`src/ccx_macros.svh`:
```
`ifndef CCX_MACROS_SVH
`define CCX_MACROS_SVH

// MMIO window of the core complex.
`define MMIO_BASE_ADDR      32'h0000_1000
`define MMIO_SIZE           32'h0000_0100

// Register offsets inside the MMIO window.
`define MMIO_MTIME_OFF      32'd0
`define MMIO_MTIMEH_OFF     32'd4
`define MMIO_MTIMECMP_OFF   32'd8
`define MMIO_MTIMECMPH_OFF  32'd12
`define MMIO_TRNG_OFF       32'd16

// Word RAM at the bottom of the map.
`define RAM_BASE_ADDR       32'h0000_0000
`define RAM_WORDS           1024
`define RAM_SIZE            (`RAM_WORDS * 4) // Bytes.

// Reset values and timing.
`define MTIMECMP_RESET      64'hFFFF_FFFF_FFFF_FFFF
`define ES_REFILL_CYCLES    8  // Cycles from poll read to next sample.
`define ES_LFSR_SEED        32'hACE1_5EED

`endif

```
`src/ccx_bus_pkg.sv`:
```
package ccx_bus_pkg;

    typedef logic [31:0] addr_t; // Byte address.
    typedef logic [31:0] data_t; // One bus word.
    typedef logic [3:0]  strb_t; // One bit per byte lane.

    // Core-side request, one per cycle.
    typedef struct packed {
        logic  req;   // Request valid.
        logic  wen;   // Write enable.
        strb_t strb;  // Byte strobes for writes.
        addr_t addr;
        data_t wdata;
    } mem_req_t;

    // Response, valid one cycle after acceptance.
    typedef struct packed {
        logic  valid;
        logic  error;
        data_t rdata;
    } mem_rsp_t;

endpackage

```
`src/ccx_bus_router.sv`:
```
`timescale 1ns/1ns
`include "ccx_macros.svh"

module ccx_bus_router
    import ccx_bus_pkg::*;
(
    input  logic     f_clk,
    input  logic     g_resetn,
    input  mem_req_t cpu_req,
    input  mem_rsp_t ram_rsp,
    input  mem_rsp_t mmio_rsp,
    output logic     cpu_gnt,
    output mem_rsp_t cpu_rsp,
    output mem_req_t ram_req,
    output mem_req_t mmio_req
);

    localparam addr_t RAM_MASK  = ~addr_t'(`RAM_SIZE - 1);
    localparam addr_t MMIO_MASK = ~addr_t'(`MMIO_SIZE - 1);

    logic  accept;
    logic  hit_ram;
    logic  hit_mmio;
    logic  pending;  // Response due this cycle.
    logic  sel_ram;
    logic  sel_mmio;
    logic  rsp_error;
    data_t rsp_rdata;

    assign cpu_gnt = 1'b1; // No back-pressure.
    assign accept  = cpu_req.req && cpu_gnt;

    assign hit_ram  = (cpu_req.addr & RAM_MASK)  == `RAM_BASE_ADDR;
    assign hit_mmio = (cpu_req.addr & MMIO_MASK) == `MMIO_BASE_ADDR;

    // Targets see the core request with req steered.
    always_comb begin
        ram_req      = cpu_req;
        ram_req.req  = accept && hit_ram;
        mmio_req     = cpu_req;
        mmio_req.req = accept && hit_mmio;
    end

    always_ff @(posedge f_clk) begin
        if (!g_resetn) begin
            pending  <= 1'b0;
            sel_ram  <= 1'b0;
            sel_mmio <= 1'b0;
        end else begin
            pending  <= accept;
            sel_ram  <= accept && hit_ram;
            sel_mmio <= accept && hit_mmio;
        end
    end

    // Neither target selected means unmapped.
    assign rsp_error = sel_ram ? ram_rsp.error : (sel_mmio ? mmio_rsp.error : 1'b1);
    assign rsp_rdata = sel_ram ? ram_rsp.rdata : (sel_mmio ? mmio_rsp.rdata : '0);

    assign cpu_rsp = '{valid: pending, error: pending && rsp_error, rdata: rsp_rdata};

endmodule

```
`config.mk`:
```
export PLATFORM = sky130hd
export DESIGN_NAME = ccx_bus_router
export DESIGN_NICKNAME = d
export VERILOG_FILES = /design/src/ccx_bus_pkg.sv /design/src/ccx_bus_router.sv
export VERILOG_INCLUDE_DIRS = /design/src
export SDC_FILE = /design/constraint.sdc
export NUM_CORES = 1
export LEC_CHECK = 0
export BUFFER_PORTS_ARGS = -buffer_cell sky130_fd_sc_hd__buf_2
export CAP_MARGIN = 40
export CORE_AREA = 5 5 118 120
export DETAILED_ROUTE_END_ITERATION = 6
export DIE_AREA = 0 0 123 125
export PLACE_DENSITY = 0.44
export SLEW_MARGIN = 10
export SYNTH_ARGS = -nofsm -noshare
export SYNTH_HDL_FRONTEND = slang
export SYNTH_SLANG_ARGS = --single-unit
```
`constraint.sdc`:
```
create_clock -name f_clk -period 2.9 [get_ports f_clk]
set_clock_uncertainty 0.05 [all_clocks]
set_input_delay 0.29 -clock f_clk [delete_from_list [all_inputs] [get_ports f_clk]]
set_output_delay 0.29 -clock f_clk [all_outputs]
set_load 0.005 [all_outputs]
```
Word-level counts from Yosys, hierarchy flattened:

Cells that the tools add are included.

* register bits: 3
* bits of input ports: 140
* output and inout bits: 175

* equal/unequal tests: 1
* muxes and demuxes: 4
* reduce and logical (&&, ||, !) cells: 4

Operator list (count)
* 2-to-1 mux 32 bit: 2
* zero test 32 bit: 1
* equality test 24 x 5 -> 1 bit, second input constant: 1
* logical AND 1 bit: 3
* 2-to-1 mux 1 bit: 2

Logic depth before layout (Yosys ltp):

* word-level depth: 3
* mapped depth: 4
* depth with buffers taken out: 3

Worst setup path after synthesis:

OpenSTA, ideal clock, no wires.

* path kind: input -> output
* start point: input port cpu_req[52] (netlist bit)
* end point: output port mmio_req[69] (netlist bit)
* data arrival time: 1.293 ns
* setup slack: 1.267 ns
* stages on the path: 3
* buffers on the path: 0
* cell sequence: or4b_1 or3_1 nor3_1

RTL lines
* start, declared: RTL line ccx_bus_router.sv:9 `input mem_req_t cpu_req,`
* end, declared: RTL line ccx_bus_router.sv:15 `output mem_req_t mmio_req`

==> flow_summary_export.csv <==
group,metric,value,unit
outcome,status,"completed",
power_and_ir_drop,swShare,22.5,%
route,drt-initial-drc-count,18,
global_route,antenna_found_initial,2,
finish,fin_nets,385,
synthesis,synth_area_leaders,"buf_4 (67%), a22o_1 (17%), dfxtp_1 (3.9%)",
worst_setup_path,path_delay_family,"simple AND/OR/NAND/NOR gates",
route,routedWlPerCell,13.6,µm
finish,multiInputGateArea,412,µm²
power_and_ir_drop,clockPowerShare,57.1,%
synthesis,synth_top_area_share,67.5,%
synthesis,ys_seq_area_share,3.86,%
finish,drive_gt1_share,75.0,%
flow_run,drv_cap,0,
worst_setup_path,path_buf_inv,2,
finish,nFillCells,1481,
finish,area_growth,7.71,%
cts,tritoncts,"done",
global_route,grt_first_pass_wirelength,8.13,mm
worst_setup_path,worstPathArrival,1580,ps
power_and_ir_drop,p_sw,0.0000847,W
worst_setup_path,setup.worst_path.class,"primary input to primary output",
power_and_ir_drop,p_leak,0.959,nW
sta,max_freq,522,MHz
finish,num_antenna_cells,0,
place,gp_congestion,0.752,
worst_setup_path,crit_end,"mmio_req[69]",
sta,timing.hold.ws,244,ps
worst_setup_path,cpMostUsedCell,"buf_2",
sta,min_period,1920,ps
sta,worstMarginPinSlew,547,ps
route,vias,1391,
finish,seq_area,60.1,µm²
cts,cts.sinks,3,
synthesis,synth-seq-cells,3,
worst_setup_path,worstPathCellList,"buf_2, or4b_1, or3_1, nor3_1, buf_2",
worst_setup_path,critical_path_required,2560,ps
worst_setup_path,slowest_stage,"or4b_1",
min_path,hp-class,"primary input to flip-flop",
worst_setup_path,cp-start-kind,"primary input",
global_route,grt.overflow.total,0,
place,dp_hpwl,5.23,mm
place,dp_cells,416,
cts,cts_resized,0,
worst_setup_path,crit_cells,5,
finish,fin_area,0.00168,mm²
place,place_area,0.00160,mm²
cts,cts_hold_buf,0,
worst_setup_path,timing.critical_path.from,"cpu_req[52]",
finish,instances_no_fill,420,
synthesis,netlist_area,0.00156,mm²
cts,cts_inserted_buffers,3,
synthesis,ys_types,20,
cts,cts_max_level,1,
global_route,grt_pass1_vias,1513,
power_and_ir_drop,power.internal,0.000292,W
route,firstDrtPassIters,4,
place,portBuffers,176,
global_route,grt_max_degree,36,
power_and_ir_drop,p_per_area,225,mW/mm²
sta,finalMaxSlewViolations,0,
cts,cts.reportedPaths.clkPinSlew,30,ps
worst_setup_path,crit_fanout,3,
floorplanning,io_pins,315,
power_and_ir_drop,comb_power_share,31.4,%
floorplanning,fp.dieW,123,µm
sta,rsz0062_at_grt,"no",
synthesis,synth_cells,209,
floorplanning,start_util,12.1,%
cts,cts-root-buf,"clkbuf_16",
sta,timing.slew.headroom,63.2,%
global_route,grtUsageTotal,6.67,%
synthesis,syn_nets,349,
power_and_ir_drop,power_frac_seq,11.4,%
route,ant_nets,0,
floorplanning,die_h,125,µm
synthesis,yosysWarnings,0,
route,via_per_inst,3.31,
floorplanning,fp.dieArea,0.0154,mm²
cts,clockBufferDepth,2,
cts,post_cts_buffers,0,
sta,tns,0,ps
route,drcViolationCount,0,
worst_setup_path,critPathMaxStageDelay,560,ps
sta,timing.final.hold_violations,0,
floorplanning,core,0.0129,mm²
route,wirelength,5.70,mm
worst_setup_path,crit_path_end_kind,"primary output",
floorplanning,rows,42,
synthesis,syn_area_per_cell,7.45,µm²
sta,finalSetupViolCount,0,
power_and_ir_drop,finalPower,0.000377,W
sta,period_share,66.1,%
synthesis,yosysTopAreaCell,"buf_4",
power_and_ir_drop,ir_worst_vdd,225,µV
## power groups by stage
stage / Clock, W / Combinational, W / Sequential [W]
floorplan: 0 / 0.000161 / 0.0000431
global placement: 0 / 0.000119 / 0.0000437
detailed placement: 0 / 0.000119 / 0.0000437
CTS: 0.000218 / 0.000120 / 0.0000431
global route: 0.000222 / 0.000132 / 0.0000431
finish: 0.000215 / 0.000118 / 0.0000431
## cell families (layout without fill, tap and decap cells)
group / count (synthesis) / in the layout / share of synthesized area [%]
buffers and inverters: 150 / 185 / 69.9
AO/OA/AOI/OAI: 34 / 34 / 18.2
AND/OR/NAND/NOR: 21 / 21 / 7.87
flip-flops: 3 / 3 / 3.86
other: 1 / 1 / 0.241
## metal layers
layer,vias up,track usage [%],share of wire [%],routed length [µm]
met5,-,0,0,0
met4,0,2.28,3.2,183
met3,27,2.12,15,841
met2,152,11.5,46,2630
met1,579,7.71,36,2040
li1,633,-,-,-
## cells in the mapped netlist
cell and number:
buf_4 140, a22o_1 30, clkbuf_1 7, nor4_1 5, nand2_1 4, dfxtp_1 3
inv_1 3, o21ai_0 3, nand3_1 2, nor3_1 2, a21oi_1 1, and2_1 1
conb_1 1, nand2b_1 1, nor2_1 1, nor2b_1 1, nor3_2 1, or3_1 1
or4_1 1, or4b_1 1
## how the worst min path moves through the flow
| stage | startpoint | endpoint | depth (start not counted) |
|---|---|---|---|
| after floorplan | cpu_req[44] | sel_ram | 1 |
| after global placement | cpu_req[69] | pending | 2 |
| after detailed placement | cpu_req[69] | pending | 2 |
| after CTS | cpu_req[69] | pending | 2 |
| after global routing | cpu_req[69] | pending | 2 |
| final | cpu_req[69] | pending | 2 |
## layout by cell type, fill, tap and decap left out, types with 2 or more instances in the layout
cell type,instances
buf_4,2
a22o_1,30
dfxtp_1,3
nand3_1,2
nand2_1,4
nor3_1,2
buf_2,176
clkbuf_16,3
nor4_1,5
o21ai_0,3
inv_1,3
## flip-flops by register name (all words and copies together) (netlist names)
signal / flops
pending: 1
sel_mmio: 1
sel_ram: 1
## layout make-up
cell class                 count  area share (%)
tap                          176            13.1
inverter                       3           0.671
clock buffer                   4            4.70
timing repair buffer         178            53.4
sequential                     3            3.58
multi-input combinational     56            24.5
## per-stage QoR
stage          worst slack, ps  util (%)
2_1_floorplan             1270         -
3_3_place_gp               945      12.4
3_5_place_dp               913      12.4
4_1_cts                    907      13.0
5_1_grt                    836      13.0
6_report                   983      13.0
Note: power is estimated with default switching activity, not from simulation.
