===== src/ccx_macros.svh =====
`ifndef CCX_MACROS_SVH
`define CCX_MACROS_SVH

// MMIO window of the core complex.
`define MMIO_BASE_ADDR      32'h0000_1000
`define MMIO_SIZE           32'h0000_0100

// Register offsets inside the MMIO window.
`define MMIO_MTIME_OFF      32'd0
`define MMIO_MTIMEH_OFF     32'd4
`define MMIO_MTIMECMP_OFF   32'd8
`define MMIO_MTIMECMPH_OFF  32'd12
`define MMIO_TRNG_OFF       32'd16

// Word RAM at the bottom of the map.
`define RAM_BASE_ADDR       32'h0000_0000
`define RAM_WORDS           1024
`define RAM_SIZE            (`RAM_WORDS * 4) // Bytes.

// Reset values and timing.
`define MTIMECMP_RESET      64'hFFFF_FFFF_FFFF_FFFF
`define ES_REFILL_CYCLES    8  // Cycles from poll read to next sample.
`define ES_LFSR_SEED        32'hACE1_5EED

`endif


===== src/ccx_csr_pkg.sv =====
package ccx_csr_pkg;

    typedef logic [63:0] ctr_t; // Full width counter.

    // Counter values seen by the core.
    typedef struct packed {
        ctr_t mtime;   // Memory mapped timer.
        ctr_t cycle;
        ctr_t instret;
    } ctr_values_t;

    // Poll status, encoded as in pollentropy.
    typedef enum logic [1:0] {
        BIST = 2'b00,
        WAIT = 2'b01,
        ES16 = 2'b10,
        DEAD = 2'b11
    } es_opst_t;

    // Entropy source FSM.
    typedef enum logic {
        ES_FILL,
        ES_READY
    } es_state_t;

    typedef logic [15:0] entropy_t; // One poll sample.

endpackage


===== src/ccx_entropy_source.sv =====
`timescale 1ns/1ns
`include "ccx_macros.svh"

module ccx_entropy_source
    import ccx_csr_pkg::*;
(
    input  logic     f_clk,
    input  logic     g_resetn,
    input  logic     trng_read,
    output es_opst_t es_opst,
    output entropy_t es_sample
);

    localparam int          CNT_W     = $clog2(`ES_REFILL_CYCLES + 1);
    localparam logic [31:0] LFSR_TAPS = 32'hB4BC_D35C; // Maximal length.

    logic [31:0]      lfsr;
    es_state_t        state;
    logic [CNT_W-1:0] refill_cnt;
    logic             bist_done;  // First fill has completed.
    entropy_t         sample_q;

    // Galois LFSR, shifts right every cycle.
    always_ff @(posedge f_clk) begin
        if (!g_resetn) begin
            lfsr <= `ES_LFSR_SEED;
        end else begin
            lfsr <= {1'b0, lfsr[31:1]} ^ (lfsr[0] ? LFSR_TAPS : 32'h0);
        end
    end

    always_ff @(posedge f_clk) begin
        if (!g_resetn) begin
            state      <= ES_FILL;
            refill_cnt <= CNT_W'(`ES_REFILL_CYCLES - 1);
            bist_done  <= 1'b0;
        end else begin
            case (state)
                ES_FILL: begin
                    if (refill_cnt == '0) begin
                        state     <= ES_READY;
                        bist_done <= 1'b1;
                    end else begin
                        refill_cnt <= refill_cnt - 1'b1;
                    end
                end
                ES_READY: begin
                    if (trng_read) begin // Sample consumed, start over.
                        state      <= ES_FILL;
                        refill_cnt <= CNT_W'(`ES_REFILL_CYCLES - 1);
                    end
                end
                default: state <= ES_FILL;
            endcase
        end
    end

    // Sample taken as the FSM enters ES_READY.
    always_ff @(posedge f_clk) begin
        if (state == ES_FILL && refill_cnt == '0) begin
            sample_q <= lfsr[15:0];
        end
    end

    assign es_opst   = (state == ES_READY) ? ES16 : (bist_done ? WAIT : BIST);
    assign es_sample = (state == ES_READY) ? sample_q : '0; // Zero unless ES16.

endmodule


===== config.mk =====
export PLATFORM = sky130hd
export DESIGN_NAME = ccx_entropy_source
export DESIGN_NICKNAME = d
export VERILOG_FILES = /design/src/ccx_csr_pkg.sv /design/src/ccx_entropy_source.sv
export VERILOG_INCLUDE_DIRS = /design/src
export SDC_FILE = /design/constraint.sdc
export NUM_CORES = 1
export LEC_CHECK = 0
export ABC_AREA = 1
export CORE_MARGIN = 2
export CORE_UTILIZATION = 45
export CTS_CLUSTER_DIAMETER = 60
export CTS_CLUSTER_SIZE = 24
export DETAILED_ROUTE_END_ITERATION = 6
export DONT_BUFFER_PORTS = 1
export PLACE_DENSITY = 0.6
export SYNTH_ARGS = -nofsm -noshare
export SYNTH_HDL_FRONTEND = slang
export SYNTH_SLANG_ARGS = --single-unit

===== constraint.sdc =====
create_clock -name f_clk -period 2.1 [get_ports f_clk]
set_clock_uncertainty 0.2 [all_clocks]
set_input_delay 0.105 -clock f_clk [delete_from_list [all_inputs] [get_ports f_clk]]
set_output_delay 0.105 -clock f_clk [all_outputs]
set_load 0.01 [all_outputs]

== Word-level counts from Yosys, hierarchy flattened ==
Index checks and enable logic that the tools add are counted.

* Word-level logic and storage cells: 24
* Bits of input ports: 3
* Output and inout bits: 18
* Register bits: 54

* Add/sub/neg operators: 1
* Eq/ne operators: 2
* Bitwise operators: 2
* Mux-type cells: 10
* Reductions and logical operators: 4

{| class="wikitable"
|+ Operators with widths
! kind !! number
|-
| 32-bit 2-to-1 mux || 1
|-
| 31-bit by 32-bit bitwise XOR with 32-bit output || 1
|-
| 16-bit 2-to-1 mux || 1
|-
| 4-bit 2-to-1 mux || 2
|-
| 4-bit one-hot mux with 2 select lines || 1
|-
| 4-bit logical NOT || 1
|-
| 2-bit != test (second input constant) || 2
|-
| 2-bit AND reduction || 2
|-
| 4-bit by 1-bit subtractor with 4-bit output (second input constant) || 1
|-
| 1-bit 2-to-1 mux || 3
|-
| 2-bit 2-to-1 mux || 1
|-
| 1-bit one-hot mux with 2 select lines || 1
|-
| 1-bit logical AND || 1
|-
| 1-bit inverter || 1
|}

== Longest topological paths before layout ==
* Depth in word-level cells: 3
* Gate-level depth with buffers: 9
* Depth with buffers taken out: 9

== Worst setup path after synthesis ==
Ideal clock, no wire load.

* Path type: reg2reg
* Start point: register refill_cnt[1]
* End point: register sample_q[0], enable pin
* Period minus slack after synthesis: 1720 ps
* Setup time: 367 ps
* Slack: 380 ps
* Data required time: 1533 ps
* Path buffers: 0
* Stages on the path, launching flop included: 7
* Arrival time: 1153 ps
* Path through: dfxtp_1 > inv_1 > ha_1 > inv_1 > nor2_1 > nand2_2 > inv_1

* Cells in the longest elaborated chain, start to end: 2

{| class="wikitable"
|+ RTL lines
! what !! line !! text
|-
| start: declaration || ccx_entropy_source.sv:19 || <nowiki>logic [CNT_W-1:0] refill_cnt;</nowiki>
|-
| start signal: assignment || ccx_entropy_source.sv:35 || <nowiki>refill_cnt <= CNT_W'(`ES_REFILL_CYCLES - 1);</nowiki>
|-
| start signal: assignment || ccx_entropy_source.sv:44 || <nowiki>refill_cnt <= refill_cnt - 1'b1;</nowiki>
|-
| start signal: assignment || ccx_entropy_source.sv:50 || <nowiki>refill_cnt <= CNT_W'(`ES_REFILL_CYCLES - 1);</nowiki>
|-
| 4-bit logical NOT || ccx_entropy_source.sv:60 || <nowiki>if (state == ES_FILL && refill_cnt == '0) begin</nowiki>
|-
| 1-bit logical AND || ccx_entropy_source.sv:60 ||
|-
| end signal: assignment || ccx_entropy_source.sv:61 || <nowiki>sample_q <= lfsr[15:0];</nowiki>
|-
| end: declaration || ccx_entropy_source.sv:21 || <nowiki>entropy_t sample_q;</nowiki>
|}

No other way between the ends.
A chain may end at the register's enable or synchronous reset.

== Worst setup path after layout ==
* Start point: register refill_cnt[1]
* End point: register sample_q[1], enable pin

The elaborated chain is that of the path after synthesis.

==> flow_summary.toml <==
[outcome]
status = "completed"

[place]
dp_slack_ns = 0.402
gp_congestion = 0.721
dpl.hpwl_um = 1790
port_buffers = 0
dpl-instance-area_mm2 = 0.00191

[clocking]
numCtsBuffers = 5
clkLatencyLatePin_ns = 0.30
cts_buffer_depth = 2
cts-root-buf = "clkbuf_8"
ctsResizeCount = 0
clock-sinks = 54
clk_pin_slew_ns = 0.09
cts_tree = "done"
htreeDepth = 2

[global_route]
grt_usage_pct = 13.8
grt_max_degree = 29
antenna_found_initial = 0
grt_pass1_vias = 1102
grt_pass1_wl_um = 4660
grt.overflow.total = 0

[final_layout]
final_util_pct = 50.4
drive_gt1_share_pct = 12.0
finalNetCount = 194
fin_area_mm2 = 0.00202
syn2layout_area_growth_pct = 7.04
n_antenna_cell = 0

[detailed_routing]
wl_um = 2760
vias = 1125
wl_per_cell_um = 11.4
ant_nets = 0
drc_errors = 0
vias_per_cell = 4.67
drtIter0Drc = 54
dr.pass1.iters = 4

[timing]
slew_headroom_pct = 70.4
worst-slew-pin-transition_ns = 0.443
rsz0062_at_grt = "false"
hold-worst-slack_ns = 0.218
slew_viol_final = 0
timing.final.crit_share_pct = 81.6
period_minus_slack_ns = 1.71
fin_tns_setup_ns = 0
setup_violations = 0
layout_setup_ws_ns = 0.387
timing.fmax_mhz = 584
hold_viol = 0

[floorplan]
core_mm2 = 0.00400
die_w_um = 68.7
fp.dieArea_mm2 = 0.00472
initial_core_util_pct = 47.1
rows = 23
ioPinCount = 21
die_y_um = 68.7

[pwr]
seq_power_share_pct = 64.8
netSwitchingFraction_pct = 21.4
intPower_mw = 1.42
power.switching_mw = 0.385
ir_drop_uv = 532
p_clk_share_pct = 29.5
power.density_mw_per_mm2 = 893
combPwrFrac_pct = 5.8
p_leak_nw = 0.932

[setup_path]
worst_setup_path_end_kind = "register"
worstSetupPathType = "register to register"
cp_common_cell = "inv_1"
crit_path_start_kind = "register"
cp.arrival_ns = 1.51
critPathMaxStageDelay_ns = 0.33
cp_max_fo = 17
path_cells = "inv_1 -> ha_1 -> inv_1 -> nor2_1 -> nand2_2 -> inv_1 -> buf_4"
crit_required_ns = 1.89
slowest_stage = "dfxtp_1"

[logic_synthesis]
syn_area_per_cell_um2 = 10.1
synth_top_area_share_pct = 40.4
synth.area.top_cells = "dfxtp_1 (40%), edfxtp_1 (26%), inv_1 (6.2%), nand2_1 (6.0%), xnor2_1 (3.7%)"
synth_area_mm2 = 0.00188
yosysUniqueCellTypes = 22
synth_top_cell_by_area = "dfxtp_1"
yosys_register_bits = 54
netlist_instances = 186
yosys_warnings = 0
seq_area_frac_synth_pct = 65.9
synth_fp_nets = 190

[min_path]
hold_path.class = "register to register"

[job]
cap_violations = 0
## Yosys cell counts, drive strengths merged
library cell  number
a21oi             14
buf                8
dfxtp             38
edfxtp            16
ha                 1
inv               33
nand2             31
nand3              2
nand4              1
nor2              14
nor3               1
o211ai             1
o21ai             10
or2                8
xnor2              8
## logic make-up (layout without fill, tap and decap cells)
group,Yosys count,in the layout,synth area share [%]
AOI/OAI and AO/OA,25,25,7.18
xor gates and xnor gates,8,8,3.72
adders and majority gates,1,1,0.664
buffers and inverters,41,46,9.63
DFF,54,54,65.9
and+or+nand+nor,57,57,12.9
## metrics by stage
stage	cells	power [mW]
finish	241	1.80
global route	241	1.89
CTS	241	1.83
detailed placement	231	1.29
global placement	231	1.28
floorplan	186	1.27
## worst max-delay path: cells and delay by family (launching register included)
kind	cells	cell delay, ns
fa+ha+maj	1	0.17
buf+inv	4	0.43
flops	1	0.33
simple gates	2	0.28
## registers in the layout (all words and copies together), names as in the netlist
signal      cells
lfsr           32
sample_q       16
refill_cnt      4
bist_done       1
state           1
## repair_timing
action | in CTS | in global routing
hold buffers | 2 | 0
endpoints found under the hold margin | 21 | 0
buffers inserted | 0 | 0
## layout make-up
cell class                 instances  area (µm²)
inverter                          33         126
timing repair buffer               5        42.5
fill                             370        1980
tap                               50        62.6
clock buffer                       6        72.6
sequential                        54        1240
multi-input combinational         91         460
clock inverter                     2        10.0
## cell usage in the layout, fill, tap and decap left out
cell type	instances
clkbuf_8	5
or2_2	8
o21ai_0	6
a21oi_1	12
clkinv_2	2
buf_4	3
nor2_1	14
nand2_1	30
edfxtp_1	16
nor3_1	1
xnor2_1	8
clkbuf_1	1
nand4_1	1
inv_2	1
a21oi_2	2
dlygate4sd3_1	2
inv_1	31
ha_1	1
o21ai_1	4
o211ai_1	1
nand3_1	2
dfxtp_1	38
nand2_2	1
inv_4	1
## metal layers
layer | part of all wire, % | GRT usage [%] | vias up
met2 | 47 | 22.7 | 17
met5 | 0 | 0 | -
met3 | 3.1 | 3.90 | 8
li1 | - | - | 581
met4 | 2.2 | 7.35 | 0
met1 | 48 | 16.2 | 519
## path summary, 6_finish.rpt
| check | to | slack, ns | from | cells after the start |
|---|---|---|---|---|
| setup / recovery | sample_q[1] | 0.39 | refill_cnt[1] | 7 |
| hold / removal | lfsr[16] | 0.22 | lfsr[17] | 1 |
| setup reg to reg | sample_q[1] | 0.39 | refill_cnt[1] | 7 |
| hold reg to reg | lfsr[16] | 0.22 | lfsr[17] | 1 |
## power by group through the flow
| stage | combinational (mW) | sequential (mW) | clock (mW) |
|---|---|---|---|
| floorplan | 0.0938 | 1.18 | 0 |
| global placement | 0.0948 | 1.19 | 0 |
| detailed placement | 0.0981 | 1.19 | 0 |
| CTS | 0.106 | 1.17 | 0.554 |
| global route | 0.123 | 1.17 | 0.592 |
| finish | 0.104 | 1.17 | 0.531 |
Power figures use the tool's default switching activity.
