$ cat src/ccx_macros.svh
`ifndef CCX_MACROS_SVH
`define CCX_MACROS_SVH

// MMIO window of the core complex.
`define MMIO_BASE_ADDR      32'h0000_1000
`define MMIO_SIZE           32'h0000_0100

// Register offsets inside the MMIO window.
`define MMIO_MTIME_OFF      32'd0
`define MMIO_MTIMEH_OFF     32'd4
`define MMIO_MTIMECMP_OFF   32'd8
`define MMIO_MTIMECMPH_OFF  32'd12
`define MMIO_TRNG_OFF       32'd16

// Word RAM at the bottom of the map.
`define RAM_BASE_ADDR       32'h0000_0000
`define RAM_WORDS           1024
`define RAM_SIZE            (`RAM_WORDS * 4) // Bytes.

// Reset values and timing.
`define MTIMECMP_RESET      64'hFFFF_FFFF_FFFF_FFFF
`define ES_REFILL_CYCLES    8  // Cycles from poll read to next sample.
`define ES_LFSR_SEED        32'hACE1_5EED

`endif

$ cat src/ccx_bus_pkg.sv
package ccx_bus_pkg;

    typedef logic [31:0] addr_t; // Byte address.
    typedef logic [31:0] data_t; // One bus word.
    typedef logic [3:0]  strb_t; // One bit per byte lane.

    // Core-side request, one per cycle.
    typedef struct packed {
        logic  req;   // Request valid.
        logic  wen;   // Write enable.
        strb_t strb;  // Byte strobes for writes.
        addr_t addr;
        data_t wdata;
    } mem_req_t;

    // Response, valid one cycle after acceptance.
    typedef struct packed {
        logic  valid;
        logic  error;
        data_t rdata;
    } mem_rsp_t;

endpackage

$ cat src/ccx_csr_pkg.sv
package ccx_csr_pkg;

    typedef logic [63:0] ctr_t; // Full width counter.

    // Counter values seen by the core.
    typedef struct packed {
        ctr_t mtime;   // Memory mapped timer.
        ctr_t cycle;
        ctr_t instret;
    } ctr_values_t;

    // Poll status, encoded as in pollentropy.
    typedef enum logic [1:0] {
        BIST = 2'b00,
        WAIT = 2'b01,
        ES16 = 2'b10,
        DEAD = 2'b11
    } es_opst_t;

    // Entropy source FSM.
    typedef enum logic {
        ES_FILL,
        ES_READY
    } es_state_t;

    typedef logic [15:0] entropy_t; // One poll sample.

endpackage

$ cat src/ccx_mmio.sv
`timescale 1ns/1ns
`include "ccx_macros.svh"

module ccx_mmio
    import ccx_bus_pkg::*, ccx_csr_pkg::*;
(
    input  logic        f_clk,
    input  logic        g_resetn,
    input  mem_req_t    mmio_req,
    input  logic        instr_ret,
    input  logic        inhibit_cy,
    input  logic        inhibit_ir,
    input  es_opst_t    es_opst,
    input  entropy_t    es_sample,
    output mem_rsp_t    mmio_rsp,
    output logic        timer_interrupt,
    output ctr_values_t ctr,
    output logic        trng_read
);

    localparam addr_t MMIO_MASK = `MMIO_SIZE - 1;

    addr_t offset;
    logic  sel_mtime_lo;
    logic  sel_mtime_hi;
    logic  sel_cmp_lo;
    logic  sel_cmp_hi;
    logic  sel_trng;
    logic  wr;
    data_t poll_word;
    data_t n_rdata;
    logic  n_error;

    ctr_t  mtime_q;
    ctr_t  mtimecmp_q;
    ctr_t  cycle_q;
    ctr_t  instret_q;
    logic  rsp_error;
    data_t rsp_rdata;

    assign offset = mmio_req.addr & MMIO_MASK;

    // Register selects, qualified by the routed request.
    assign sel_mtime_lo = mmio_req.req && (offset == `MMIO_MTIME_OFF);
    assign sel_mtime_hi = mmio_req.req && (offset == `MMIO_MTIMEH_OFF);
    assign sel_cmp_lo   = mmio_req.req && (offset == `MMIO_MTIMECMP_OFF);
    assign sel_cmp_hi   = mmio_req.req && (offset == `MMIO_MTIMECMPH_OFF);
    assign sel_trng     = mmio_req.req && (offset == `MMIO_TRNG_OFF);

    assign wr = mmio_req.wen;

    assign trng_read = sel_trng; // Any access consumes the sample.

    assign poll_word = {es_opst, 14'b0, es_sample};

    // Timer. A half write replaces that half for the cycle.
    always_ff @(posedge f_clk) begin
        if (!g_resetn) begin
            mtime_q <= '0;
        end else if (sel_mtime_hi && wr) begin
            mtime_q <= {mmio_req.wdata, mtime_q[31:0]};
        end else if (sel_mtime_lo && wr) begin
            mtime_q <= {mtime_q[63:32], mmio_req.wdata};
        end else begin
            mtime_q <= mtime_q + 64'd1;
        end
    end

    always_ff @(posedge f_clk) begin
        if (!g_resetn) begin
            mtimecmp_q <= `MTIMECMP_RESET;
        end else if (sel_cmp_hi && wr) begin
            mtimecmp_q <= {mmio_req.wdata, mtimecmp_q[31:0]};
        end else if (sel_cmp_lo && wr) begin
            mtimecmp_q <= {mtimecmp_q[63:32], mmio_req.wdata};
        end
    end

    always_ff @(posedge f_clk) begin
        if (!g_resetn) begin
            timer_interrupt <= 1'b0;
        end else begin
            timer_interrupt <= (mtime_q >= mtimecmp_q); // One cycle behind.
        end
    end

    // Cycle and instret counters.
    always_ff @(posedge f_clk) begin
        if (!g_resetn) begin
            cycle_q <= '0;
        end else if (!inhibit_cy) begin
            cycle_q <= cycle_q + 64'd1;
        end
    end

    always_ff @(posedge f_clk) begin
        if (!g_resetn) begin
            instret_q <= '0;
        end else if (instr_ret && !inhibit_ir) begin
            instret_q <= instret_q + 64'd1;
        end
    end

    assign ctr = '{mtime: mtime_q, cycle: cycle_q, instret: instret_q};

    // Read mux, one-hot selects.
    assign n_rdata = ({32{sel_mtime_lo}} & mtime_q[31:0])
                   | ({32{sel_mtime_hi}} & mtime_q[63:32])
                   | ({32{sel_cmp_lo}}   & mtimecmp_q[31:0])
                   | ({32{sel_cmp_hi}}   & mtimecmp_q[63:32])
                   | ({32{sel_trng}}     & poll_word);

    // Hole inside the window.
    assign n_error = mmio_req.req
                   && !(sel_mtime_lo || sel_mtime_hi || sel_cmp_lo || sel_cmp_hi || sel_trng);

    always_ff @(posedge f_clk) begin
        if (!g_resetn) begin
            rsp_error <= 1'b0;
        end else if (mmio_req.req) begin
            rsp_error <= n_error;
        end
    end

    always_ff @(posedge f_clk) begin
        if (mmio_req.req) begin
            rsp_rdata <= n_rdata;
        end
    end

    // Router supplies valid.
    assign mmio_rsp = '{valid: 1'b0, error: rsp_error, rdata: rsp_rdata};

endmodule

$ cat config.mk
export PLATFORM = sky130hd
export DESIGN_NAME = ccx_mmio
export DESIGN_NICKNAME = d
export VERILOG_FILES = /design/src/ccx_bus_pkg.sv /design/src/ccx_csr_pkg.sv /design/src/ccx_mmio.sv
export VERILOG_INCLUDE_DIRS = /design/src
export SDC_FILE = /design/constraint.sdc
export NUM_CORES = 1
export LEC_CHECK = 0
export BUFFER_PORTS_ARGS = -buffer_cell sky130_fd_sc_hd__buf_2
export CAP_MARGIN = 20
export CELL_PAD_IN_SITES_DETAIL_PLACEMENT = 1
export CELL_PAD_IN_SITES_GLOBAL_PLACEMENT = 2
export CORE_MARGIN = 5
export CORE_UTILIZATION = 35
export CTS_CLUSTER_SIZE = 20
export DETAILED_ROUTE_END_ITERATION = 10
export GPL_TIMING_DRIVEN = 0
export PLACE_DENSITY_LB_ADDON = 0.08
export SLEW_MARGIN = 10
export SYNTH_ARGS = -nofsm -noshare
export SYNTH_HDL_FRONTEND = slang
export SYNTH_SLANG_ARGS = --single-unit
export TNS_END_PERCENT = 100
$ cat constraint.sdc
create_clock -name f_clk -period 3.7 [get_ports f_clk]
set_clock_uncertainty 0.1 [all_clocks]
set_input_delay 0 -clock f_clk [delete_from_list [all_inputs] [get_ports f_clk]]
set_output_delay 0 -clock f_clk [all_outputs]
set_load 0.02 [all_outputs]
; After elaboration in Yosys (flattened, before gate mapping)
; Cells that the tools add are included.
[classes]
n_addsub = 3
magnitude_cmp = 1
n_eq_ne = 5
n_mux = 4
bitwise = 10
n_reduce_logical = 19
[ops]
columns = operator, count
row1 = $add 64x1->64 const B, 3
row2 = $mux 64, 3
row3 = $and 32x32->32, 5
row4 = $or 32x32->32, 4
row5 = $ge 64x64->1, 1
row6 = $logic_not 32->1, 1
row7 = $mux 32, 1
row8 = $eq 8x4->1 const B, 2
row9 = $logic_and 1x1->1, 11
row10 = $eq 8x3->1 const B, 1
row11 = $eq 8x5->1 const B, 1
row12 = $logic_or 1x1->1, 4
row13 = $logic_not 1->1, 2
row14 = $ne 2x2->1 const B, 1
row15 = $reduce_and 2->1, 1
row16 = $not 1->1, 1
[word_totals]
reg_bits = 290
in_bits = 93
output_inout_bits = 228
word_cells = 51

; Longest topological paths before layout
; Gate-level depths: netlist (run 1).
[depth]
ltp_word = 8
mapped_depth = 9
depth_no_buf = 8

; Least setup slack after synthesis (run 1)
; Ideal clock, no wire load.
[synth_path]
path_kind = register to register
from = register mtime_q[0]
to = register mtime_q[22]
setup_ns = 0.064
arrival_time_ns = 2.403
t_required_ns = 3.536
slack_ns = 1.133
stages_incl_launch_ff = 8
path_buffers = 0
synth_period_minus_slack_ns = 2.567
path_cell_list = dfxtp_1 ha_1 nand3_1 or3_1 or3_1 nor4_1 mux2_2 nor2_1
[synth_via]
elab_chain_cells = 2
[synth_lines]
columns = item, line_no
row1 = from (decl), ccx_mmio.sv:34  ; ctr_t mtime_q;
row2 = from (signal assigned), ccx_mmio.sv:61  ; mtime_q <= {mmio_req.wdata, mtime_q[31:0]};
row3 = from (signal assigned), ccx_mmio.sv:63  ; mtime_q <= {mtime_q[63:32], mmio_req.wdata};
row4 = from (signal assigned), ccx_mmio.sv:65  ; mtime_q <= mtime_q + 64'd1;
row5 = $add 64x1->64, ccx_mmio.sv:65
row6 = $mux 64, ccx_mmio.sv:62  ; end else if (sel_mtime_lo && wr) begin
; No other way between the ends. The select of a mux whose other input is x is not followed.
; A chain may end at the register's enable or synchronous reset.

; Final worst setup path (run 1)
[layout_path]
from = register mtime_q[1]
to = register mtime_q[34]
[layout_via]
elab_chain_cells = 3
[layout_lines]
columns = item, line_no
row1 = $add 64x1->64, ccx_mmio.sv:65
row2 = $mux 64, ccx_mmio.sv:62
row3 = $mux 64, ccx_mmio.sv:60  ; end else if (sel_mtime_hi && wr) begin
; No other way between the ends. The select of a mux whose other input is x is not followed.

==> impl_metrics.py, run 1 <==
metrics = {
    "run_status": {
        "status": "finished clean",
    },
    "critical_path": {
        "worst-path-max-fanout": 10,
        "timing.reg2reg.worst_path_depth": 8,
        "cp_data_arrival_time_ns": 3.94,
        "rrSetupSlack_ns": 0.12,
        "r2r-start": "mtime_q[1]",
        "worst_setup_path_start_kind": "flip-flop",
        "worst-setup-path-type": "reg -> reg",
        "required_ns": 4.06,
        "r2r-end": "mtime_q[34]",
        "timing.critical_path.to_type": "flip-flop",
    },
    "floorplan": {
        "rows": 76,
        "core_um2": 43300,
        "floorplan.die.width_um": 220,
        "overall_die_height_um": 220,
        "effective_utilization_at_floorplan": 0.356,
        "io-pin-count": 321,
        "design.die.area_um2": 48300,
    },
    "yosys": {
        "synth_enable_flop_cells": 32,
        "post_synth_instance_area_um2": 15400,
        "syn_area_per_cell_um2": 8.90,
        "most_instantiated_flip_flop_cell_in_the_synthesis_netlist": "dfxtp_1",
        "asyncSetResetFlopFracSynth": 0,
        "synthesis.nets": 1890,
        "synth_sequential_area_ratio": 0.398,
        "synth_cell_types": 70,
        "synth-seq-cells": 290,
        "postSynthCellCount": 1730,
        "yosysWarningCount": 0,
    },
    "sta": {
        "rsz0062_at_grt": "false",
        "achievable-frequency_ghz": 0.280,
        "final.min_clock_period_ns": 3.58,
        "report.final.slew_viol_count": 0,
        "finalHoldViolCount": 0,
        "fin_crit_sh": 0.967,
        "worst-slew-pin-transition_ns": 1.14,
        "final_setup_violations": 0,
        "max-slew-margin-rel": 0.239,
    },
    "grt": {
        "antenna_violations_before_repair": 2,
        "grt_remaining_overflow": 0,
        "grt_first_pass_wirelength_um": 95800,
        "grt_use_met1": 0.354,
        "groute.usage.overall": 0.258,
        "first_global_vias": 15400,
        "grt_most_used_layer": "met2",
        "grt_start_max_net_pins": 35,
        "global_route.usage.met2": 0.428,
        "grt_use_met3": 0.0441,
    },
    "placement": {
        "globalplace.congestion": 0.872,
        "io_buffers": 290,
        "detailed_place.area_um2": 17600,
        "dp_cells": 2607,
        "half_perimeter_wire_length_after_placement_um": 47500,
    },
    "layout": {
        "drive_gt1_frac": 0.204,
        "finalNetCount": 2279,
        "final_cell_area_um2": 19400,
        "final-instance-count-excl-fill": 2733,
        "syn_to_final_growth_pct": 25.8,
    },
    "route": {
        "wl_per_cell_um": 23.4,
        "vias": 15000,
        "totalWireLength_um": 64000,
        "post_drt_via_cell_ratio": 5.48,
        "detail_route.first_pass.iterations": 5,
        "drcViolationCount": 0,
        "ant_nets": 0,
        "detail_route.iter0.violations": 958,
    },
    "clock_tree": {
        "cts_root_buf": "clkbuf_16",
        "maximum_count_of_clock_buffers_along_a_single_path": 3,
        "clock_tree_from_tritoncts": "built",
        "reg_clk_slew_reported_paths_ns": 0.06,
        "cts.htree.levels": 2,
        "cts_inserted_buffers": 37,
        "clock_sink_count": 290,
        "clock_latency_ns": 0.55,
    },
    "power_and_ir_drop": {
        "vdd_drop_max_v": 0.000259,
        "power_leakage_nw": 8.33,
        "pwr_density_cell_nw_per_um2": 372,
    },
    "worst_hold_path": {
        "whs_endpoint": "rsp_rdata[17]",
        "worstHoldPathType": "in -> reg",
        "worst_hold_path.num_cells": 1,
        "hold_path_startpoint": "mmio_req[69]",
    },
    "job": {
        "drv_cap": 0,
    },
}
## area by class of cell
class | instances | area, um^2
antenna | 1 | 2.50
buffer | 98 | 428
clock buffer | 64 | 1160
clock inverter | 3 | 18.8
fill | 5136 | 23900
inverter | 82 | 308
multi-input combinational | 1260 | 8530
sequential | 290 | 6130
tap | 585 | 732
timing repair buffer | 350 | 2050
## power breakdown
group          internal [mW]  total (mW)  switching (mW)
Clock                   2.12        3.58            1.46
Combinational          0.147       0.390           0.243
Sequential              3.20        3.23          0.0259
## cell usage after synthesis, types with 4 or more instances
| master | instances | area (um^2) |
|---|---|---|
| nand2b_1 | 6 | 37.5 |
| nor4_4 | 5 | 106 |
| mux4_2 | 21 | 473 |
| nand3_1 | 87 | 435 |
| a21o_1 | 4 | 30.0 |
| and4_1 | 18 | 158 |
| edfxtp_1 | 32 | 961 |
| o21a_1 | 9 | 67.6 |
| mux2_2 | 10 | 113 |
| a31oi_1 | 9 | 56.3 |
| nor3_2 | 13 | 130 |
| nand2_1 | 157 | 589 |
| mux2i_1 | 31 | 310 |
| o22ai_1 | 17 | 106 |
| nor3_1 | 35 | 175 |
| a211oi_1 | 20 | 150 |
| o211ai_1 | 63 | 473 |
| dfxtp_1 | 258 | 5160 |
| a221oi_1 | 7 | 61.3 |
| a22o_1 | 19 | 166 |
| a22oi_1 | 6 | 45.0 |
| nor4_2 | 4 | 50.1 |
| ha_1 | 67 | 838 |
| nand4_1 | 53 | 332 |
| inv_1 | 82 | 308 |
| or3_1 | 18 | 113 |
| nor2_1 | 171 | 642 |
| xor2_1 | 71 | 622 |
| and2_1 | 18 | 113 |
| nor4_1 | 28 | 175 |
| clkbuf_1 | 63 | 236 |
| and3_1 | 34 | 213 |
| buf_1 | 6 | 22.5 |
| o21ai_0 | 59 | 295 |
| xnor2_1 | 59 | 517 |
| or4_1 | 7 | 52.6 |
| a21oi_1 | 72 | 360 |
| buf_2 | 24 | 120 |
| a311oi_1 | 6 | 52.6 |
| nor2b_1 | 10 | 62.6 |
## critical path: stages, from the launching register on
cell,delay (ns)
dfxtp_1,0.52
ha_1,0.25
nand3_1,0.27
nor4_4,0.73
nand4_1,0.48
clkbuf_1,0.46
nor3_1,0.36
nor3_1,0.09
a211oi_1,0.22
## per-layer routing
layer  part of all wire  up-vias
met5            0.00011        -
met4              0.019        2
met3              0.057       77
met2               0.47      377
met1               0.46     7490
li1                   -     7038
## registers in the layout, summed over array words and instances, names as in the netlist
signal / cells
cycle_q: 64
instret_q: 64
mtime_q: 64
mtimecmp_q: 64
rsp_rdata: 32
rsp_error: 1
timer_interrupt: 1
## per-stage QoR
step / hold WS (ns) / total power [mW] / util / setup TNS [ns] / worst slack [ns]
floorplan: 0.0125 / 3.45 / - / 0 / 1.13
global placement: 0.186 / 3.63 / 0.406 / -10.42 / -0.421
detailed placement: 0.187 / 3.63 / 0.407 / -1.57 / -0.124
CTS: 0.0127 / 7.29 / 0.447 / 0 / 0.239
global route: 0.0580 / 7.45 / 0.447 / 0 / 0.00735
finish: 0.0304 / 7.20 / 0.447 / 0 / 0.123
## kinds of logic after synthesis
family | after synthesis | share of synthesized area
fa+ha+maj | 67 | 0.0545
simple gates | 687 | 0.234
buf+inv | 180 | 0.0478
mux | 62 | 0.0582
xor+xnor | 130 | 0.0740
flops | 290 | 0.398
other cells | 1 | 0.000244
compound gates | 313 | 0.134
## how the worst max path moves through the flow
| stage | start | endpoint | slack [ns] | depth (start not counted) |
|---|---|---|---|---|
| after floorplan | mtime_q[0] | mtime_q[22] | 1.13 | 7 |
| after global placement | mmio_req[69] | mtimecmp_q[59] | -0.42 | 7 |
| after detailed placement | mmio_req[69] | mtimecmp_q[33] | -0.12 | 8 |
| after CTS | mtime_q[1] | mtime_q[34] | 0.24 | 8 |
| after global routing | mtime_q[1] | mtime_q[32] | 0.007 | 7 |
| final | mtime_q[1] | mtime_q[34] | 0.12 | 8 |
## layout by cell type (no fill, tap or decap), types with 7 or more instances in the layout
master	instances
buf_2	314
dfxtp_1	258
nor2_1	171
nand2_1	157
nand3_1	87
inv_1	82
clkbuf_1	79
a21oi_1	72
xor2_1	71
ha_1	67
o211ai_1	63
xnor2_1	59
o21ai_0	59
dlygate4sd3_1	57
nand4_1	53
clkbuf_16	39
nor3_1	35
and3_1	34
edfxtp_1	32
mux2i_1	31
nor4_1	28
mux4_2	21
a211oi_1	20
a22o_1	19
and2_1	18
and4_1	18
or3_1	18
o22ai_1	17
nor3_2	13
nor2b_1	10
mux2_2	10
o21a_1	9
a31oi_1	9
clkbuf_8	9
or4_1	7
a221oi_1	7
## repair_timing
item,in CTS,in global routing
setup endpoints to repair,0,0
setup buffers,0,0
hold endpoints to repair,160,0
hold buffers,57,0
resized for setup,0,0
No activity file was read; power rests on OpenSTA's default activity.
==> inputs of run 2 (changes only) <==
--- a/config.mk
+++ b/config.mk
@@ -8,8 +8,8 @@
 export LEC_CHECK = 0
 export BUFFER_PORTS_ARGS = -buffer_cell sky130_fd_sc_hd__buf_2
 export CAP_MARGIN = 20
-export CELL_PAD_IN_SITES_DETAIL_PLACEMENT = 1
-export CELL_PAD_IN_SITES_GLOBAL_PLACEMENT = 2
+export CELL_PAD_IN_SITES_DETAIL_PLACEMENT = 0
+export CELL_PAD_IN_SITES_GLOBAL_PLACEMENT = 1
 export CORE_MARGIN = 5
 export CORE_UTILIZATION = 35
 export CTS_CLUSTER_SIZE = 20
==> run 2 against run 1 <==
Effect of this change:
- register-to-register slack about the same
- utilization increased by 0.16 points
- non-clock buffer count unchanged
- sequential power about the same
- clock-buffer cell count decreased by 6
- fmax increased by 0.40%
- clock power increased by 5%
- global-route usage decreased by 1.2 points
- first-iteration DRC count increased by 8.6%
- routed wire length decreased by 3.9%
- hold slack improved by 0.046 ns
==> impl_metrics.py, run 2 (same netlist as run 1, synthesis figures left out) <==
metrics = {
    "route": {
        "ant_nets": 0,
        "wl_per_cell_um": 22.5,
        "post_drt_via_cell_ratio": 5.43,
        "vias": 14800,
        "detail_route.iter0.violations": 1040,
        "totalWireLength_um": 61500,
        "drcViolationCount": 0,
        "detail_route.first_pass.iterations": 6,
    },
    "floorplan": {
        "overall_die_height_um": 220,
        "io-pin-count": 321,
        "core_um2": 43300,
        "rows": 76,
        "floorplan.die.width_um": 220,
        "effective_utilization_at_floorplan": 0.356,
        "design.die.area_um2": 48300,
    },
    "clock_tree": {
        "clock_tree_from_tritoncts": "built",
        "cts_inserted_buffers": 38,
        "clock_sink_count": 290,
        "cts.htree.levels": 2,
        "reg_clk_slew_reported_paths_ns": 0.06,
        "cts_root_buf": "clkbuf_16",
        "clock_latency_ns": 0.55,
        "post-cts-setup-buffers": 0,
        "maximum_count_of_clock_buffers_along_a_single_path": 3,
    },
    "grt": {
        "antenna_violations_before_repair": 2,
        "grt_use_met3": 0.0429,
        "grt_first_pass_wirelength_um": 91300,
        "groute.usage.overall": 0.246,
        "grt_most_used_layer": "met2",
        "first_global_vias": 14500,
        "grt_start_max_net_pins": 35,
        "global_route.usage.met2": 0.382,
        "grt_use_met1": 0.351,
        "grt_remaining_overflow": 0,
    },
    "sta": {
        "report.final.slew_viol_count": 0,
        "worst-slew-pin-transition_ns": 1.17,
        "timing.final.ws_setup_ns": 0.137,
        "finalHoldViolCount": 0,
        "setup_total_neg_slack_ns": 0,
        "final.min_clock_period_ns": 3.56,
        "achievable-frequency_ghz": 0.281,
        "final_setup_violations": 0,
        "fin_crit_sh": 0.963,
        "rsz0062_at_grt": "false",
        "hold_ws_ns": 0.0767,
        "max-slew-margin-rel": 0.219,
    },
    "placement": {
        "detailed_place.area_um2": 17600,
        "dp_cells": 2607,
        "dpl_worst_slack_ns": -0.466,
        "globalplace.congestion": 0.880,
        "half_perimeter_wire_length_after_placement_um": 45600,
        "io_buffers": 290,
    },
    "layout": {
        "final_cell_area_um2": 19400,
        "most_frequent_cells_in_the_layout": "buf_2, dfxtp_1, nor2_1",
        "finalNetCount": 2280,
        "final-instance-count-excl-fill": 2732,
        "total_inserted_antenna_cells": 0,
        "postLayoutCoreUtil": 0.449,
        "layout_commonest_cell": "buf_2",
        "syn_to_final_growth_pct": 26.2,
        "final_layout_fill_cell_count": 4357,
        "drive_gt1_frac": 0.205,
    },
    "critical_path": {
        "worst-setup-path-type": "reg -> reg",
        "cp_data_arrival_time_ns": 3.92,
        "worst_setup_path_start_kind": "flip-flop",
        "timing.critical_path.to_type": "flip-flop",
        "required_ns": 4.06,
        "worst-path-max-fanout": 10,
    },
    "power_and_ir_drop": {
        "power.share.sequential": 0.438,
        "pwr_density_cell_nw_per_um2": 379,
        "power.switching_mw": 1.72,
        "power.share.clock": 0.510,
        "switching_share": 0.233,
        "finalPower_mw": 7.37,
        "internal-power_mw": 5.65,
        "power_leakage_nw": 8.37,
        "vdd_drop_max_v": 0.000275,
        "combinational_group_share_of_total_power": 0.052,
    },
    "run_status": {
        "status": "finished clean",
    },
    "job": {
        "drv_cap": 0,
    },
    "worst_hold_path": {
        "worstHoldPathType": "in -> reg",
    },
}
## run 2: final cells by class
cell class / instances / area [um^2] / area share
Multi-Input combinational cell: 1260 / 8540 / 0.439
Sequential cell: 290 / 6130 / 0.315
Timing Repair Buffer: 350 / 2050 / 0.106
Clock buffer: 58 / 1130 / 0.0580
Tap cell: 585 / 732 / 0.0377
Buffer: 98 / 428 / 0.0220
Inverter: 82 / 308 / 0.0158
Clock inverter: 9 / 121 / 0.00625
## run 2: path summary, 6_finish.rpt
check | from | end | slack, ns | depth (start not counted)
worst min-delay path | mmio_req[37] | mtime_q[39] | 0.08 | 7
worst max-delay path | mtime_q[1] | mtime_q[54] | 0.14 | 8
worst max register to register | mtime_q[1] | mtime_q[54] | 0.14 | 8
worst min register to register | cycle_q[12] | cycle_q[12] | 0.41 | 2
## run 2: power groups by stage
stage / clock (mW) / sequential, mW / combinational [mW]
2_1_floorplan: 0 / 3.32 / 0.138
6_report: 3.76 / 3.23 / 0.386
3_5_place_dp: 0 / 3.29 / 0.338
5_1_grt: 3.98 / 3.23 / 0.413
4_1_cts: 3.86 / 3.22 / 0.388
3_3_place_gp: 0 / 3.29 / 0.336
## run 2: repair_timing
item,in CTS,in global routing
resized for setup,0,2
setup endpoints to repair,0,12
hold endpoints to repair,161,0
hold buffers,58,0
## run 2: routing by layer
layer / routed length, um / vias up
met1: 28400 / 7187
met5: 27 / -
li1: - / 7043
met3: 4030 / 118
met4: 1770 / 4
met2: 27300 / 477
## run 2: critical path: stages (launching register included)
cell,delay (ns)
dfxtp_1,0.50
ha_1,0.24
nand3_1,0.24
nor4_4,0.78
nand4_1,0.54
clkbuf_1,0.45
nor3_1,0.33
nor3_1,0.07
a211oi_1,0.22
==> inputs of run 3 (changes only) <==
--- a/config.mk
+++ b/config.mk
@@ -10,7 +10,7 @@
 export CAP_MARGIN = 20
 export CELL_PAD_IN_SITES_DETAIL_PLACEMENT = 0
 export CELL_PAD_IN_SITES_GLOBAL_PLACEMENT = 1
-export CORE_MARGIN = 5
+export CORE_MARGIN = 10
 export CORE_UTILIZATION = 35
 export CTS_CLUSTER_SIZE = 20
 export DETAILED_ROUTE_END_ITERATION = 10
==> run 3 against run 2 <==
Effect of this change:
- clock-buffer cell count increased by 1
- highest routed layer unchanged
- cell count is 0.11% higher
- sequential cell count did not move
- design area shrank 0.30%
- critical endpoint is now mtimecmp_q[61]
==> impl_metrics.py, run 3 (same netlist as run 1, synthesis figures left out) <==
metrics = {
    "critical_path": {
        "rrSetupSlack_ns": 0.42,
        "worst-setup-path-type": "in -> reg",
        "critPathMaxStageDelay_ns": 0.77,
        "endpoint": "mtimecmp_q[61]",
        "critPathLaunch": "mmio_req[69]",
        "timing.critical_path.buf_inv": 2,
        "r2r-start": "mtime_q[8]",
        "critical_path.cell_chain": "buf_2, or4b_4, nor3_2, nand2_1, nor2_2, clkbuf_1, o211ai_1",
        "required_ns": 3.98,
        "worst_setup_path_start_kind": "input pin",
        "cp_data_arrival_time_ns": 3.58,
        "timing.reg2reg.worst_path_depth": 7,
        "worst_path_max_delay_cell": "buf_2",
        "cell_depth_of_the_worst_setup_path": 7,
        "timing.critical_path.to_type": "flip-flop",
        "r2r-end": "mtime_q[61]",
        "worst-path-max-fanout": 34,
        "critical-path-top-delay-family": "simple AND/OR/NAND/NOR gates",
    },
    "grt": {
        "grt_start_max_net_pins": 35,
        "groute.usage.overall": 0.232,
        "grt_remaining_overflow": 0,
        "global_route.usage.met2": 0.363,
        "first_global_vias": 14500,
        "antenna_violations_before_repair": 2,
        "grt_first_pass_wirelength_um": 94500,
        "grt_use_met1": 0.312,
        "grt_use_met3": 0.0525,
        "grt_most_used_layer": "met2",
    },
    "power_and_ir_drop": {
        "vdd_drop_max_v": 0.000235,
        "finalPower_mw": 7.16,
        "pwr_density_cell_nw_per_um2": 370,
        "power_leakage_nw": 8.34,
    },
    "clock_tree": {
        "clock_sink_count": 290,
        "cts_root_buf": "clkbuf_16",
        "maximum_count_of_clock_buffers_along_a_single_path": 3,
        "cts_inserted_buffers": 38,
        "clock_tree_from_tritoncts": "built",
        "cts.htree.levels": 2,
        "clock_latency_ns": 0.55,
        "reg_clk_slew_reported_paths_ns": 0.06,
    },
    "sta": {
        "final.min_clock_period_ns": 3.30,
        "worst-slew-pin-transition_ns": 1.13,
        "rsz0062_at_grt": "false",
        "hold_ws_ns": 0.0458,
        "timing.final.ws_setup_ns": 0.400,
        "fin_crit_sh": 0.892,
        "finalHoldViolCount": 0,
        "report.final.slew_viol_count": 0,
        "max-slew-margin-rel": 0.244,
        "final_setup_violations": 0,
        "achievable-frequency_ghz": 0.303,
    },
    "route": {
        "detail_route.first_pass.iterations": 6,
        "vias": 14900,
        "detail_route.iter0.violations": 1252,
        "drcViolationCount": 0,
        "wl_per_cell_um": 23.1,
        "ant_nets": 0,
        "totalWireLength_um": 63200,
        "post_drt_via_cell_ratio": 5.43,
    },
    "worst_hold_path": {
        "worstHoldPathType": "in -> reg",
        "worst_hold_path.num_cells": 6,
    },
    "placement": {
        "globalplace.congestion": 0.896,
        "dpl_worst_slack_ns": -0.431,
        "io_buffers": 290,
        "dp_cells": 2607,
        "half_perimeter_wire_length_after_placement_um": 46900,
    },
    "floorplan": {
        "rows": 76,
        "floorplan.die.width_um": 230,
        "overall_die_height_um": 230,
        "core_um2": 43300,
        "effective_utilization_at_floorplan": 0.356,
        "design.die.area_um2": 52800,
        "io-pin-count": 321,
    },
    "layout": {
        "postLayoutCoreUtil": 0.448,
        "total_inserted_antenna_cells": 0,
        "drive_gt1_frac": 0.204,
        "final-instance-count-excl-fill": 2735,
        "finalNetCount": 2283,
        "syn_to_final_growth_pct": 25.9,
        "layout_commonest_cell": "buf_2",
        "most_frequent_cells_in_the_layout": "buf_2, dfxtp_1, nor2_1",
    },
    "run_status": {
        "status": "finished clean",
    },
    "job": {
        "drv_cap": 0,
    },
}
==> run 3: worst min path at each step <==
stage	from	end	slack, ns
floorplan	mmio_req[69]	rsp_rdata[0]	0.01
global placement	mmio_req[15]	mtimecmp_q[15]	0.18
detailed placement	mmio_req[31]	mtimecmp_q[63]	0.19
CTS	mmio_req[36]	mtime_q[39]	0.004
global route	mmio_req[36]	rsp_rdata[29]	0.1
finish	mmio_req[36]	mtime_q[39]	0.05
==> run 3: timing repair <==
action                     4_1_cts  5_1_grt
hold buffers                    58        0
setup endpoints to repair        0       12
setup buffers                    0        2
hold endpoints to repair       161        0
resized for setup                0        1
==> run 3: layout make-up <==
type | instances | area, um^2
tap | 585 | 732
clock buffer | 59 | 1120
clock inverter | 8 | 40.0
multi-input combinational | 1260 | 8530
inverter | 82 | 308
sequential | 290 | 6130
fill | 4368 | 23900
buffer | 98 | 428
timing repair buffer | 353 | 2080
==> run 3: through the flow <==
stage               setup TNS, ns  cell area (um^2)
global placement            -7.97             17600
global route                    0             19400
CTS                             0             19300
detailed placement          -9.87             17600
floorplan                       0             15400
finish                          0             19400
==> run 3: worst min-delay path, cell delays in order <==
cell	delay, ns
buf_2	0.14
nor3_2	0.11
nand2_1	0.11
nor3_1	0.06
a31oi_1	0.12
o21ai_0	0.10
==> run 3: metal layers <==
metal  vias up  share of wire
li1       7050              -
met1      7227           0.45
met2       500           0.45
met3        83          0.076
met4         4          0.025
met5         -        0.00043
==> run 3: report_power, final <==
group | internal, mW | leakage [nW] | switching, mW
combinational | 0.148 | 5.36 | 0.242
sequential | 3.20 | 2.41 | 0.0247
clock | 2.08 | 0.570 | 1.47
